[src/common/coreDefs.sv]
// Core shared definitions
package coreDefs;

    localparam int dataWidth = 32;
    localparam int regAddrWidth = 4;

    typedef logic [dataWidth-1:0] word_t;
    typedef logic [regAddrWidth-1:0] regIdx_t;

    // One state per clock and five per instruction
    typedef enum logic [2:0] {
        stageUndefined = 3'd0,
        stageFetch     = 3'd1,
        stageDecode    = 3'd2,
        stageExecute   = 3'd3,
        stageMemory    = 3'd4,
        stageWriteback = 3'd5,
        stageSkip      = 3'd6,
        stageHalt      = 3'd7
    } stage_e;

    typedef enum logic [3:0] {
        classBranch,
        classLoad,
        classStore,
        classDirect,
        classDirectOr,
        classAluReg,
        classAluImm,
        classRegMove,
        classRegSwap,
        classHalt,
        classNone
    } instClass_e;

    typedef enum logic [4:0] {
        aluAdd    = 5'd0,
        aluSub    = 5'd1,
        aluAnd    = 5'd2,
        aluOr     = 5'd3,
        aluXor    = 5'd4,
        aluNot    = 5'd5,
        aluShl    = 5'd6,
        aluAsr    = 5'd7,
        aluShr    = 5'd8,
        aluRor    = 5'd9,
        aluRol    = 5'd10,
        aluAndNot = 5'd11,
        aluAdc    = 5'd16,
        aluSbc    = 5'd17
    } aluOp_e;

    // Branch condition field sits in bits 27 to 24
    typedef enum logic [3:0] {
        condAlways, condZero, condNotZero, condCarry,
        condNotCarry, condNeg, condNotNeg, condOver,
        condNotOver, condHigher, condLowerSame, condGreaterEq,
        condLess, condGreater, condLessEq, condNever
    } branchCond_e;

    typedef struct packed {
        logic carry;
        logic zero;
        logic neg;
        logic over;
    } flags_t;

endpackage

[src/common/regPortIf.sv]
// Register file port bundle
`timescale 1ns/1ps

interface regPortIf;

    coreDefs::regIdx_t addrA;
    coreDefs::regIdx_t addrB;
    coreDefs::word_t wDataA;
    coreDefs::word_t wDataB;
    logic writeA;
    logic writeB;
    coreDefs::word_t rDataA;
    coreDefs::word_t rDataB;

    modport decoder (output addrA, addrB);
    modport datapath (output wDataA, wDataB, writeA, writeB, input rDataA, rDataB);
    modport storage (input addrA, addrB, wDataA, wDataB, writeA, writeB,
                     output rDataA, rDataB);

endinterface

[src/source/regFile.sv]
// General register file
`timescale 1ns/1ps

module regFile (
    input logic iClk,
    regPortIf.storage regs
);

    coreDefs::word_t regArray [2**coreDefs::regAddrWidth];

    initial begin
        for (int i = 0; i < 2**coreDefs::regAddrWidth; i++) begin
            regArray[i] = '0;
        end
    end

    // Both ports write on the edge leaving writeback
    always @(posedge iClk) begin
        if (regs.writeA) begin
            regArray[regs.addrA] <= regs.wDataA;
        end
        if (regs.writeB) begin
            regArray[regs.addrB] <= regs.wDataB;
        end
    end

    assign regs.rDataA = regArray[regs.addrA];
    assign regs.rDataB = regArray[regs.addrB];

    // Decoder folds a self swap into a single write
    assert property (@(posedge iClk)
        !(regs.writeA && regs.writeB && (regs.addrA == regs.addrB)));

endmodule

[src/control/stageCtrl.sv]
// Instruction state sequencer
`timescale 1ns/1ps

module stageCtrl (
    input  logic iClk,
    input  logic reset,
    output coreDefs::stage_e stage,
    input  coreDefs::instClass_e instClass,
    input  coreDefs::branchCond_e branchCond,
    input  coreDefs::flags_t flags,
    output logic halted
);

    coreDefs::stage_e nextStage;
    logic condMet;
    logic commit;

    always_comb begin
        case (branchCond)
            coreDefs::condAlways:    condMet = 1'b1;
            coreDefs::condZero:      condMet = flags.zero;
            coreDefs::condNotZero:   condMet = !flags.zero;
            coreDefs::condCarry:     condMet = flags.carry;
            coreDefs::condNotCarry:  condMet = !flags.carry;
            coreDefs::condNeg:       condMet = flags.neg;
            coreDefs::condNotNeg:    condMet = !flags.neg;
            coreDefs::condOver:      condMet = flags.over;
            coreDefs::condNotOver:   condMet = !flags.over;
            coreDefs::condHigher:    condMet = flags.carry && !flags.zero;
            coreDefs::condLowerSame: condMet = !flags.carry || flags.zero;
            coreDefs::condGreaterEq: condMet = flags.neg == flags.over;
            coreDefs::condLess:      condMet = flags.neg != flags.over;
            coreDefs::condGreater:   condMet = !flags.zero && (flags.neg == flags.over);
            coreDefs::condLessEq:    condMet = flags.zero || (flags.neg != flags.over);
            default:                 condMet = 1'b0;
        endcase
    end

    // Only branches can fail their condition
    assign commit = (instClass != coreDefs::classBranch) || condMet;

    always_comb begin
        case (stage)
            coreDefs::stageUndefined: nextStage = coreDefs::stageFetch;
            coreDefs::stageFetch:     nextStage = coreDefs::stageDecode;
            coreDefs::stageDecode:    nextStage = coreDefs::stageExecute;
            coreDefs::stageExecute:   nextStage = coreDefs::stageMemory;
            coreDefs::stageMemory:
                nextStage = commit ? coreDefs::stageWriteback : coreDefs::stageSkip;
            coreDefs::stageWriteback:
                nextStage = (instClass == coreDefs::classHalt) ? coreDefs::stageHalt
                                                               : coreDefs::stageFetch;
            coreDefs::stageSkip:      nextStage = coreDefs::stageFetch;
            default:                  nextStage = coreDefs::stageHalt;
        endcase
    end

    always_ff @(posedge iClk) begin
        if (reset) begin
            stage <= coreDefs::stageUndefined;
        end else begin
            stage <= nextStage;
        end
    end

    assign halted = (stage == coreDefs::stageHalt);

    assert property (@(posedge iClk) disable iff (reset)
        (stage == coreDefs::stageHalt) |=> (stage == coreDefs::stageHalt));

endmodule

[src/control/instDecode.sv]
// Instruction word decoder
`timescale 1ns/1ps

module instDecode (
    input  coreDefs::stage_e stage,
    input  coreDefs::word_t instWord,
    output coreDefs::instClass_e instClass,
    output coreDefs::aluOp_e aluOp,
    output coreDefs::branchCond_e branchCond,
    output coreDefs::word_t immValue,
    regPortIf.decoder regs,
    output coreDefs::regIdx_t destSel
);

    logic [4:0] aluField;
    logic aluOpValid;
    logic writePhase;
    coreDefs::regIdx_t readA;
    coreDefs::regIdx_t readB;
    coreDefs::regIdx_t writeIdxA;
    coreDefs::regIdx_t writeIdxB;

    assign aluField = instWord[24:20];
    assign aluOpValid = (aluField <= 5'd11) || (aluField == 5'd16) || (aluField == 5'd17);
    assign writePhase = (stage == coreDefs::stageWriteback);
    assign branchCond = coreDefs::branchCond_e'(instWord[27:24]);

    // Leading-one pattern picks the class
    always_comb begin
        instClass = coreDefs::classNone;
        if (instWord[31]) begin
            if (instWord[30:28] == 3'b000) begin
                instClass = coreDefs::classBranch;
            end
        end else if (instWord[30]) begin
            instClass = instWord[29] ? coreDefs::classStore : coreDefs::classLoad;
        end else if (instWord[29]) begin
            instClass = instWord[28] ? coreDefs::classDirectOr : coreDefs::classDirect;
        end else if (instWord[28]) begin
            if (aluOpValid) begin
                instClass = instWord[27] ? coreDefs::classAluImm : coreDefs::classAluReg;
            end
        end else if (instWord[27]) begin
            instClass = instWord[24] ? coreDefs::classRegSwap : coreDefs::classRegMove;
        end else if (instWord[26]) begin
            if (instWord[25:20] == 6'd2) begin
                instClass = coreDefs::classHalt;
            end
        end
    end

    // destSel bit 0 enables port A, bit 1 port B
    always_comb begin
        readA = '0;
        readB = '0;
        writeIdxA = '0;
        writeIdxB = '0;
        destSel = '0;
        aluOp = coreDefs::aluAdd;
        immValue = '0;
        case (instClass)
            coreDefs::classBranch: begin
                readA = instWord[23:20];
                immValue = {{12{instWord[19]}}, instWord[19:0]};
            end
            coreDefs::classLoad, coreDefs::classStore: begin
                readA = instWord[27:24];
                readB = instWord[23:20];
                writeIdxA = instWord[23:20];
                destSel = (instClass == coreDefs::classLoad) ? 4'b0001 : 4'b0000;
                immValue = {12'b0, instWord[19:0]};
            end
            coreDefs::classDirect, coreDefs::classDirectOr: begin
                readA = instWord[27:24];
                writeIdxA = instWord[27:24];
                destSel = 4'b0001;
                if (instClass == coreDefs::classDirectOr) begin
                    aluOp = coreDefs::aluOr;
                end
                immValue = {12'b0, instWord[19:0]} << {instWord[23:20], 1'b0};
            end
            coreDefs::classAluReg, coreDefs::classAluImm: begin
                readA = instWord[15:12];
                readB = instWord[11:8];
                writeIdxA = instWord[19:16];
                destSel = 4'b0001;
                aluOp = coreDefs::aluOp_e'(aluField);
                immValue = {24'b0, instWord[7:0]} << {instWord[11:8], 1'b0};
            end
            coreDefs::classRegMove, coreDefs::classRegSwap: begin
                readA = instWord[23:20];
                readB = instWord[19:16];
                writeIdxA = instWord[19:16];
                writeIdxB = instWord[23:20];
                // Swap of a register with itself is just a move
                if (instClass == coreDefs::classRegSwap && readA != readB) begin
                    destSel = 4'b0011;
                end else begin
                    destSel = 4'b0010;
                end
            end
            default: begin
            end
        endcase
    end

    assign regs.addrA = writePhase ? writeIdxA : readA;
    assign regs.addrB = writePhase ? writeIdxB : readB;

endmodule

[src/datapath/alu.sv]
// Arithmetic and logic unit
`timescale 1ns/1ps

module alu (
    input  coreDefs::word_t opA,
    input  coreDefs::word_t opB,
    input  coreDefs::aluOp_e aluOp,
    input  logic carryIn,
    output coreDefs::word_t result,
    output coreDefs::flags_t flagsOut
);

    localparam int msb = coreDefs::dataWidth - 1;

    logic [coreDefs::dataWidth:0] wide;
    logic [$clog2(coreDefs::dataWidth)-1:0] amount;
    logic [2*coreDefs::dataWidth-1:0] rorWide;
    logic [2*coreDefs::dataWidth-1:0] rolWide;
    logic isAdd;
    logic isSub;

    assign amount = opB[$clog2(coreDefs::dataWidth)-1:0];
    assign rorWide = {opA, opA} >> amount;
    assign rolWide = {opA, opA} << amount;

    always_comb begin
        case (aluOp)
            coreDefs::aluAdd:    wide = {1'b0, opA} + {1'b0, opB};
            coreDefs::aluAdc:    wide = {1'b0, opA} + {1'b0, opB} + {32'b0, carryIn};
            coreDefs::aluSub:    wide = {1'b0, opA} - {1'b0, opB};
            coreDefs::aluSbc:    wide = {1'b0, opA} - {1'b0, opB} - {32'b0, carryIn};
            coreDefs::aluAnd:    wide = {1'b0, opA & opB};
            coreDefs::aluOr:     wide = {1'b0, opA | opB};
            coreDefs::aluXor:    wide = {1'b0, opA ^ opB};
            coreDefs::aluNot:    wide = {1'b0, ~opA};
            coreDefs::aluShl:    wide = {1'b0, opA << amount};
            coreDefs::aluAsr:    wide = {1'b0, $signed(opA) >>> amount};
            coreDefs::aluShr:    wide = {1'b0, opA >> amount};
            coreDefs::aluRor:    wide = {1'b0, rorWide[msb:0]};
            coreDefs::aluRol:    wide = {1'b0, rolWide[2*coreDefs::dataWidth-1:coreDefs::dataWidth]};
            coreDefs::aluAndNot: wide = {1'b0, opA & ~opB};
            default:             wide = '0;
        endcase
    end

    assign result = wide[msb:0];
    assign isAdd = (aluOp == coreDefs::aluAdd) || (aluOp == coreDefs::aluAdc);
    assign isSub = (aluOp == coreDefs::aluSub) || (aluOp == coreDefs::aluSbc);

    // Carry is the inverted borrow for subtraction
    assign flagsOut.carry = isAdd ? wide[coreDefs::dataWidth]
                          : isSub ? !wide[coreDefs::dataWidth] : 1'b0;
    assign flagsOut.zero = (result == '0);
    assign flagsOut.neg = result[msb];
    assign flagsOut.over = (isAdd && (opA[msb] == opB[msb]) && (result[msb] != opA[msb]))
                        || (isSub && (opA[msb] != opB[msb]) && (result[msb] != opA[msb]));

endmodule

[src/datapath/execUnit.sv]
// Datapath registers and memory interface
`timescale 1ns/1ps

module execUnit #(
    parameter coreDefs::word_t resetVector = '0
) (
    input  logic iClk,
    input  logic reset,
    input  coreDefs::stage_e stage,
    input  coreDefs::instClass_e instClass,
    input  coreDefs::aluOp_e aluOp,
    input  coreDefs::word_t immValue,
    input  coreDefs::regIdx_t destSel,
    regPortIf.datapath regs,
    output coreDefs::word_t instWord,
    output coreDefs::flags_t flags,
    output coreDefs::word_t memAddr,
    output logic memWrite,
    output coreDefs::word_t memWData,
    input  coreDefs::word_t memRData
);

    coreDefs::word_t instPtr;
    coreDefs::word_t opA;
    coreDefs::word_t opB;
    coreDefs::word_t moveData;
    coreDefs::word_t resultReg;
    coreDefs::word_t loadData;
    coreDefs::word_t aluResult;
    coreDefs::flags_t aluFlags;
    logic useImm;
    logic isMemAccess;
    logic isAluClass;

    assign useImm = (instClass == coreDefs::classBranch) || (instClass == coreDefs::classLoad)
                 || (instClass == coreDefs::classStore) || (instClass == coreDefs::classDirect)
                 || (instClass == coreDefs::classDirectOr)
                 || (instClass == coreDefs::classAluImm);
    assign isMemAccess = (instClass == coreDefs::classLoad)
                      || (instClass == coreDefs::classStore);
    assign isAluClass = (instClass == coreDefs::classAluReg)
                     || (instClass == coreDefs::classAluImm);

    alu aluInst (
        .opA(opA),
        .opB(opB),
        .aluOp(aluOp),
        .carryIn(flags.carry),
        .result(aluResult),
        .flagsOut(aluFlags)
    );

    always_ff @(posedge iClk) begin
        if (reset) begin
            instPtr <= resetVector;
            instWord <= '0;
            flags <= '0;
        end else begin
            if (stage == coreDefs::stageFetch) begin
                instWord <= memRData;
            end
            if (stage == coreDefs::stageExecute && isAluClass) begin
                flags <= aluFlags;
            end
            // Reaching writeback means a branch was taken
            if (stage == coreDefs::stageWriteback && instClass == coreDefs::classBranch) begin
                instPtr <= resultReg;
            end else if (stage == coreDefs::stageWriteback || stage == coreDefs::stageSkip) begin
                instPtr <= instPtr + 1'b1;
            end
        end
    end

    always_ff @(posedge iClk) begin
        if (stage == coreDefs::stageDecode) begin
            // Plain direct passes the value through the adder
            opA <= (instClass == coreDefs::classDirect) ? '0 : regs.rDataA;
            opB <= useImm ? immValue : regs.rDataB;
            moveData <= regs.rDataB;
        end
        if (stage == coreDefs::stageExecute) begin
            resultReg <= aluResult;
        end
        if (stage == coreDefs::stageMemory) begin
            loadData <= memRData;
        end
    end

    assign memAddr = (stage == coreDefs::stageFetch) ? instPtr
                   : (stage == coreDefs::stageMemory && isMemAccess) ? resultReg : '0;
    assign memWrite = (stage == coreDefs::stageMemory) && (instClass == coreDefs::classStore);
    assign memWData = moveData;

    // Port A carries results, port B the moved source
    assign regs.wDataA = (instClass == coreDefs::classRegSwap) ? opA
                       : (instClass == coreDefs::classLoad) ? loadData : resultReg;
    assign regs.wDataB = moveData;
    assign regs.writeA = (stage == coreDefs::stageWriteback) && destSel[0];
    assign regs.writeB = (stage == coreDefs::stageWriteback) && destSel[1];

    // Store strobe comes only right after execute
    assert property (@(posedge iClk) disable iff (reset)
        memWrite |-> (stage == coreDefs::stageMemory)
                     && ($past(stage) == coreDefs::stageExecute));

endmodule

[src/source/epCore.sv]
// Multi-cycle RISC core
`timescale 1ns/1ps

module epCore #(
    parameter coreDefs::word_t resetVector = '0
) (
    input  logic iClk,
    input  logic reset,
    output coreDefs::word_t memAddr,
    output logic memWrite,
    output coreDefs::word_t memWData,
    input  coreDefs::word_t memRData,
    output logic halted
);

    coreDefs::stage_e stage;
    coreDefs::instClass_e instClass;
    coreDefs::aluOp_e aluOp;
    coreDefs::branchCond_e branchCond;
    coreDefs::word_t immValue;
    coreDefs::regIdx_t destSel;
    coreDefs::word_t instWord;
    coreDefs::flags_t flags;

    regPortIf regs ();

    stageCtrl stageCtrlInst (
        .iClk(iClk),
        .reset(reset),
        .stage(stage),
        .instClass(instClass),
        .branchCond(branchCond),
        .flags(flags),
        .halted(halted)
    );

    // Stage steers the register addresses into writeback
    instDecode instDecodeInst (
        .stage(stage),
        .instWord(instWord),
        .instClass(instClass),
        .aluOp(aluOp),
        .branchCond(branchCond),
        .immValue(immValue),
        .regs(regs.decoder),
        .destSel(destSel)
    );

    execUnit #(
        .resetVector(resetVector)
    ) execUnitInst (
        .iClk(iClk),
        .reset(reset),
        .stage(stage),
        .instClass(instClass),
        .aluOp(aluOp),
        .immValue(immValue),
        .destSel(destSel),
        .regs(regs.datapath),
        .instWord(instWord),
        .flags(flags),
        .memAddr(memAddr),
        .memWrite(memWrite),
        .memWData(memWData),
        .memRData(memRData)
    );

    regFile regFileInst (
        .iClk(iClk),
        .regs(regs.storage)
    );

endmodule

[config.mk]
export PLATFORM = sky130hd
export DESIGN_NAME = epCore
export DESIGN_NICKNAME = d
export VERILOG_FILES = /design/src/common/coreDefs.sv /design/src/common/regPortIf.sv /design/src/source/regFile.sv /design/src/control/stageCtrl.sv /design/src/control/instDecode.sv /design/src/datapath/alu.sv /design/src/datapath/execUnit.sv /design/src/source/epCore.sv
export SDC_FILE = /design/constraint.sdc
export NUM_CORES = 2
export LEC_CHECK = 0
export BUFFER_PORTS_ARGS = -buffer_cell sky130_fd_sc_hd__buf_2
export CAP_MARGIN = 0
export CORE_MARGIN = 2
export CORE_UTILIZATION = 30
export CTS_CLUSTER_DIAMETER = 120
export DETAILED_ROUTE_END_ITERATION = 16
export PLACE_DENSITY = 0.49
export SLEW_MARGIN = 20
export SYNTH_ARGS = -nofsm -noshare
export SYNTH_HDL_FRONTEND = slang
export SYNTH_HIERARCHICAL = 1
export SYNTH_SLANG_ARGS = --single-unit
[constraint.sdc]
create_clock -name iClk -period 20.4 [get_ports iClk]
set_input_delay 5.1 -clock iClk [delete_from_list [all_inputs] [get_ports iClk]]
set_output_delay 5.1 -clock iClk [all_outputs]
set_load 0.1 [all_outputs]
Yosys cells after proc, flatten, opt, wreduce, memory -nomap -nowiden
Memories as Yosys holds them, arrays and structs flattened. A register that Yosys moved wholly into a read port is not among the register bits.
Index checks and enable logic that the tools add are counted.
{"block": "classes", "eq_ne": 52, "add_sub_neg": 5, "n_lt_le_gt_ge": 1, "shifts": 7, "n_bitwise": 6, "n_mux": 43, "reduce_logical": 51}
{"cell": "$pmux 33 s14", "n": 1}
{"cell": "$mux 32", "n": 7}
{"cell": "$pmux 32 s4", "n": 1}
{"cell": "$and 32x32->32", "n": 2}
{"cell": "$not 32->32", "n": 2}
{"cell": "$shl 64x5->64", "n": 1}
{"cell": "$shr 64x5->32", "n": 1}
{"cell": "$mux 4", "n": 12}
{"cell": "$eq 4x4->1 const B", "n": 9}
{"cell": "$pmux 4 s3", "n": 3}
{"cell": "$add 32x32->33", "n": 1}
{"cell": "$add 33x1->33", "n": 1}
{"cell": "$sub 32x32->33", "n": 1}
{"cell": "$sub 33x1->33", "n": 1}
{"cell": "$add 32x1->32 const B", "n": 1}
{"cell": "$eq 4x3->1 const B", "n": 8}
{"cell": "$logic_not 32->1", "n": 1}
{"cell": "$or 32x32->32", "n": 1}
{"cell": "$shl 20x5->32", "n": 1}
{"cell": "$shl 32x5->32", "n": 1}
{"cell": "$shl 8x5->32", "n": 1}
{"cell": "$shr 32x5->32", "n": 1}
{"cell": "$sshr 32x5->32", "n": 1}
{"cell": "$xor 32x32->32", "n": 1}
{"cell": "33 further kinds", "n": 105}
{"block": "totals", "mem_count": 1, "output_inout_bits": 66, "regBits": 199, "ram_bits": 512}
{"name": "regFileInst.regArray", "depth": 16, "width": 32, "read_ports": 2, "rd_clocked_by_memory_dff": 1, "wr": 2, "line": "regFile.sv:9", "source": "coreDefs::word_t regArray [2**coreDefs::regAddrWidth];"}

Longest topological paths before layout
{"block": "logic_depth", "ltp_word": 16, "depth_mapped": 25, "ltp_nobuf": 22}

Hierarchy
The synthesis kept the hierarchy.
{"module": "regFile", "area_per_inst_um2": 29468.3, "instances": 1, "cells_each": 1736}
{"module": "alu", "area_per_inst_um2": 15269.6, "instances": 1, "cells_each": 2188}
{"module": "execUnit", "area_per_inst_um2": 10055.9, "instances": 1, "cells_each": 854}
{"module": "instDecode", "area_per_inst_um2": 2493.6, "instances": 1, "cells_each": 383}
{"module": "stageCtrl", "area_per_inst_um2": 327.8, "instances": 1, "cells_each": 47}

Least setup slack after synthesis
OpenSTA, ideal clock, no wires.
{"block": "synth_timing", "path_kind": "register to output", "from": "register stageCtrlInst.stage[2]", "to": "output port memAddr[11]", "setup_slack_ns": 10.505, "stages_incl_launch_ff": 7, "arrival_time_ns": 4.795, "required_ns": 15.300, "path_cell_list": "dfxtp_1 -> nor3b_1 -> and3b_1 -> clkbuf_1 -> buf_2 -> nand2_1 -> o21ai_0"}
{"block": "synth_via", "elab_chain_len": 4, "word_cells_on_any_way": 5, "classes_between": "eq/ne (2); mux (2); reduce/logical (1)"}
{"element": "from (decl)", "line": "stageCtrl.sv:7", "source": "output coreDefs::stage_e stage,"}
{"element": "from (signal assigned)", "line": "stageCtrl.sv:60", "source": "stage <= coreDefs::stageUndefined;"}
{"element": "from (signal assigned)", "line": "stageCtrl.sv:62", "source": "stage <= nextStage;"}
{"element": "$eq 3x3->1", "line": "execUnit.sv:90", "source": ": (stage == coreDefs::stageMemory && isMemAccess) ? resultReg : '0;"}
{"element": "$logic_and 1x1->1", "line": "execUnit.sv:90"}
{"element": "$mux 32", "line": "execUnit.sv:90"}
{"element": "$mux 32 *", "line": "execUnit.sv:89", "source": "assign memAddr = (stage == coreDefs::stageFetch) ? instPtr"}
{"element": "to (decl)", "line": "epCore.sv:9", "source": "output coreDefs::word_t memAddr,"}
Every way passes the cells marked *; elsewhere a longest branch is shown, timed or not.

Worst setup path in the final report
{"block": "layout_timing", "from": "register execUnitInst.instWord[24]", "to": "output port memAddr[4]"}
{"block": "layout_via", "elab_chain_len": 13, "word_cells_on_any_way": 21, "classes_between": "order compare (1); eq/ne (5); mux (11); reduce/logical (4)"}
{"element": "from (decl)", "line": "execUnit.sv:15", "source": "output coreDefs::word_t instWord,"}
{"element": "from (signal assigned)", "line": "execUnit.sv:60", "source": "instWord <= memRData;"}
{"element": "$le 5x4->1, or another cell as far along", "line": "instDecode.sv:24", "source": "assign aluOpValid = (aluField <= 5'd11) || (aluField == 5'd16) || (aluField == 5'd17);"}
{"element": "$logic_or 1x1->1 / $mux 2 (equally long branches)", "line": "instDecode.sv:24, instDecode.sv:46"}
{"element": "$logic_or 1x1->1 / $mux 4 (equally long branches)", "line": "instDecode.sv:24, instDecode.sv:45"}
{"element": "$mux 4, on equally long branches", "line": "instDecode.sv:40, instDecode.sv:43"}
{"element": "$mux 4 *", "line": "instDecode.sv:39", "source": "end else if (instWord[28]) begin"}
{"element": "$mux 4 *", "line": "instDecode.sv:37", "source": "end else if (instWord[29]) begin"}
{"element": "$mux 4 *", "line": "instDecode.sv:35", "source": "end else if (instWord[30]) begin"}
{"element": "$mux 4 *", "line": "instDecode.sv:31", "source": "if (instWord[31]) begin"}
{"element": "via instClass[1]", "line": "epCore.sv:17", "source": "coreDefs::instClass_e instClass;"}
{"element": "$eq 4x1->1 / $eq 4x2->1 (equally long branches)", "line": "execUnit.sv:39, execUnit.sv:40"}
{"element": "$logic_or 1x1->1 *", "line": "execUnit.sv:40", "source": "|| (instClass == coreDefs::classStore);"}
{"element": "$logic_and 1x1->1 *", "line": "execUnit.sv:90"}
{"element": "$mux 32 *", "line": "execUnit.sv:90"}
{"element": "$mux 32 *", "line": "execUnit.sv:89"}
Mark *: on every way through the listed nets, which the timed path passes. The rest lies on a longest branch.

==> results by group <==
Timing
  • Setup-failing EPs final: 0
  • RSZ-0062 raised after global routing: no
  • F_max: a little over 0.1 GHz
  • Final WS setup: ~11 ns
  • Least-Margin Pin Slew: approximately 1.2 ns
  • Final TNS setup: 0 ns
  • Clock Skew: between 0.08 and 0.09 ns
  • Worst rel slew slack: 0.2182
  • Hold Worst Slack: between 0.5 and 0.6 ns
  • Min cycle time layout: 9.877 ns
  • Hold Fails Final Rpt: 0
  • Max-slew violations: 0
  • Tcrit/Tclk final: 0.4842

Floorplanning
  • Num rows: 160
  • DIE HEIGHT: approximately 440 um
  • I/O pins: 100
  • Die area: about 200000 um2
  • Die X: ~440 um
  • Initial Util: 0.3025
  • Core area: roughly 190000 um2

Job
  • Max-cap violations: 0

Setup path
  • Critical R2R Launch: execUnitInst/instWord[24]
  • Data required time at the worst endpoint: ~15 ns
  • Worst R2R Path Depth: 24
  • Largest delay share family, worst path: compound AO/OA/AOI/OAI gates
  • Reg2reg setup slack: between 10 and 15 ns
  • Crit-path most repeated cell: a21oi_1
  • CP endpoint kind: output port
  • Critical Path Start Type: register
  • CP Class: reg2out
  • Slowest-stage cell, CP: dfxtp_1
  • Buffers & Inverters on Critical Path: 2
  • Crit path depth: 11
  • Largest fanout on the critical path: 32
  • Crit path largest cell delay: a little under 0.8 ns
  • RR Endpoint: execUnitInst/flags[2]
  • Crit-path cells: a21o_1 > a21oi_1 > o211ai_1 > nor2_1 > a21oi_1 > xnor2_1 > and3b_1 > buf_4 > nand2_1 > o21ai_0 > buf_2
  • WP data arrival: 4.78 ns

Final layout
  • Layout cell share with drive strength beyond 1: 0.2919
  • Commonest non-fill, non-tap cell in the layout: edfxtp_1
  • Fill count: between 15000 and 20000
  • Most frequent cells in the layout: edfxtp_1 (672), mux2_2 (601), nand2_1 (463)
  • Layout Area Growth over Synthesis: 10.13%
  • Final instance area: roughly 63000 um2
  • Final net count: 5182
  • Fin cells: approximately 7600

Place
  • Port Buffers: a little under 100
  • HPWL after DPL: around 170 mm
  • Pre-CTS WS: ~11 ns
  • GPL Wtd Cong: ~1
  • Post-DP Area: roughly 60000 um2
  • DP Cell Count: between 7000 and 8000

Yosys
  • Mean post-synth cell area: approximately 11 um2
  • Post-synthesis cell area: about 58000 um2
  • Syn nets: between 5000 and 6000
  • Synthesis warning total: 6
  • Syn Inst Count: about 5200

Hold path
  • Worst Hold End: execUnitInst/instPtr[11]
  • Hold depth: 2
  • Hold WC Path Type: reg2reg
  • Hold_sp: execUnitInst/instPtr[11]

Pwr
  • Pleak: 20.52 nW
  • Cell area power density: between 70 and 80 nW/um2
  • VDD IR max: roughly 55 uV

Clocking
  • Max Root-Sink Buffers: 3
  • CTS root buf: clkbuf_16
  • CTS resizes: 0
  • Clock Pin Slew Worst Setup and Hold Paths: 0.06 ns
  • Clock Latency Late Sink: 0.76 ns
  • TritonCTS Buffers: 86
  • CTS tree: done
  • Post-CTS Setup Repair Bufs: 0
  • Hold_buf cts: 0
  • Clk sinks: approximately 740
  • H-tree depth: 3

Global routing
  • GRT Residual Overflow: 0
  • Pin count of the biggest net entering global routing: around 130
  • Initial antenna violation count: 8
  • Total GRT Usage: 0.2479
  • First-pass GRT wire length: 351.5 mm
  • Vias in the first global route: around 45000

Drt
  • Avg WL per Cell: ~33 um
  • Drt first pass iters: 7
  • Vias/cell: about 6.2
  • DRT iter0 DRCs: 5846
  • Residual DRC: 0
  • Final wirelength: 251.9 mm
  • Via Count: approximately 48000
  • Routed Antenna Nets: 0

Status
  • Outcome: finished, final reports clean
flip-flops by register name, summed over array words and instances, names as in the netlist, 32 cells and up:
name                    flops
regFileInst/regArray      512
execUnitInst/loadData      32
execUnitInst/resultReg     32
execUnitInst/memWData      32
execUnitInst/instWord      32
execUnitInst/instPtr       32
execUnitInst/opB           32
execUnitInst/opA           32
power breakdown:
group / switching, mW / leakage, nW / internal, mW / total (mW)
registers: 0.0638 / 6.65 / 1.74 / 1.81
clock network: 0.691 / 1.41 / 0.935 / 1.63
logic: 0.855 / 12.5 / 0.501 / 1.36
final cells by class:
class	count	area (um2)	share of cell area
clock buffer	99	2201	0.03470
tap	2511	3142	0.04953
timing repair buffer	271	1844	0.02907
antenna	1	2.502	0.00003945
inverter	121	454.2	0.007160
clock inverter	61	711.9	0.01122
multi-input combinational	3817	33480	0.5278
sequential	743	21600	0.3405
stage by stage:
stage	total power, mW	utilization
5_1_grt	4.948	0.3332
3_3_place_gp	3.144	0.3175
6_report	4.787	0.3332
4_1_cts	4.784	0.3329
3_5_place_dp	3.152	0.3176
2_1_floorplan	2.721	-
layer usage:
layer / vias to the layer above / global-route usage / wire [um]
li1: 20020 / - / -
met1: 24590 / 0.3277 / 102400
met2: 2453 / 0.3927 / 115700
met3: 471 / 0.04199 / 20110
met4: 6 / 0.1205 / 13730
met5: - / 0 / 35
worst min-delay path, delay by kind of cell, from the launching register on:
family | cells | cell delay (ns)
AO/OA/AOI/OAI | 1 | 0.07
flip-flops | 1 | 0.34
AND/OR/NAND/NOR | 1 | 0.08
how the worst max path moves through the flow:
stage	endpoint	start	slack, ns
2_1_floorplan	memAddr[11]	stageCtrlInst/stage[2]	10.51
3_3_place_gp	memAddr[9]	execUnitInst/instWord[24]	11.35
3_5_place_dp	memAddr[4]	execUnitInst/instWord[24]	11.29
4_1_cts	memAddr[4]	execUnitInst/instWord[24]	10.56
5_1_grt	memAddr[5]	execUnitInst/instWord[24]	10.19
6_report	memAddr[4]	execUnitInst/instWord[24]	10.52
(Power assumes the default switching activity.)
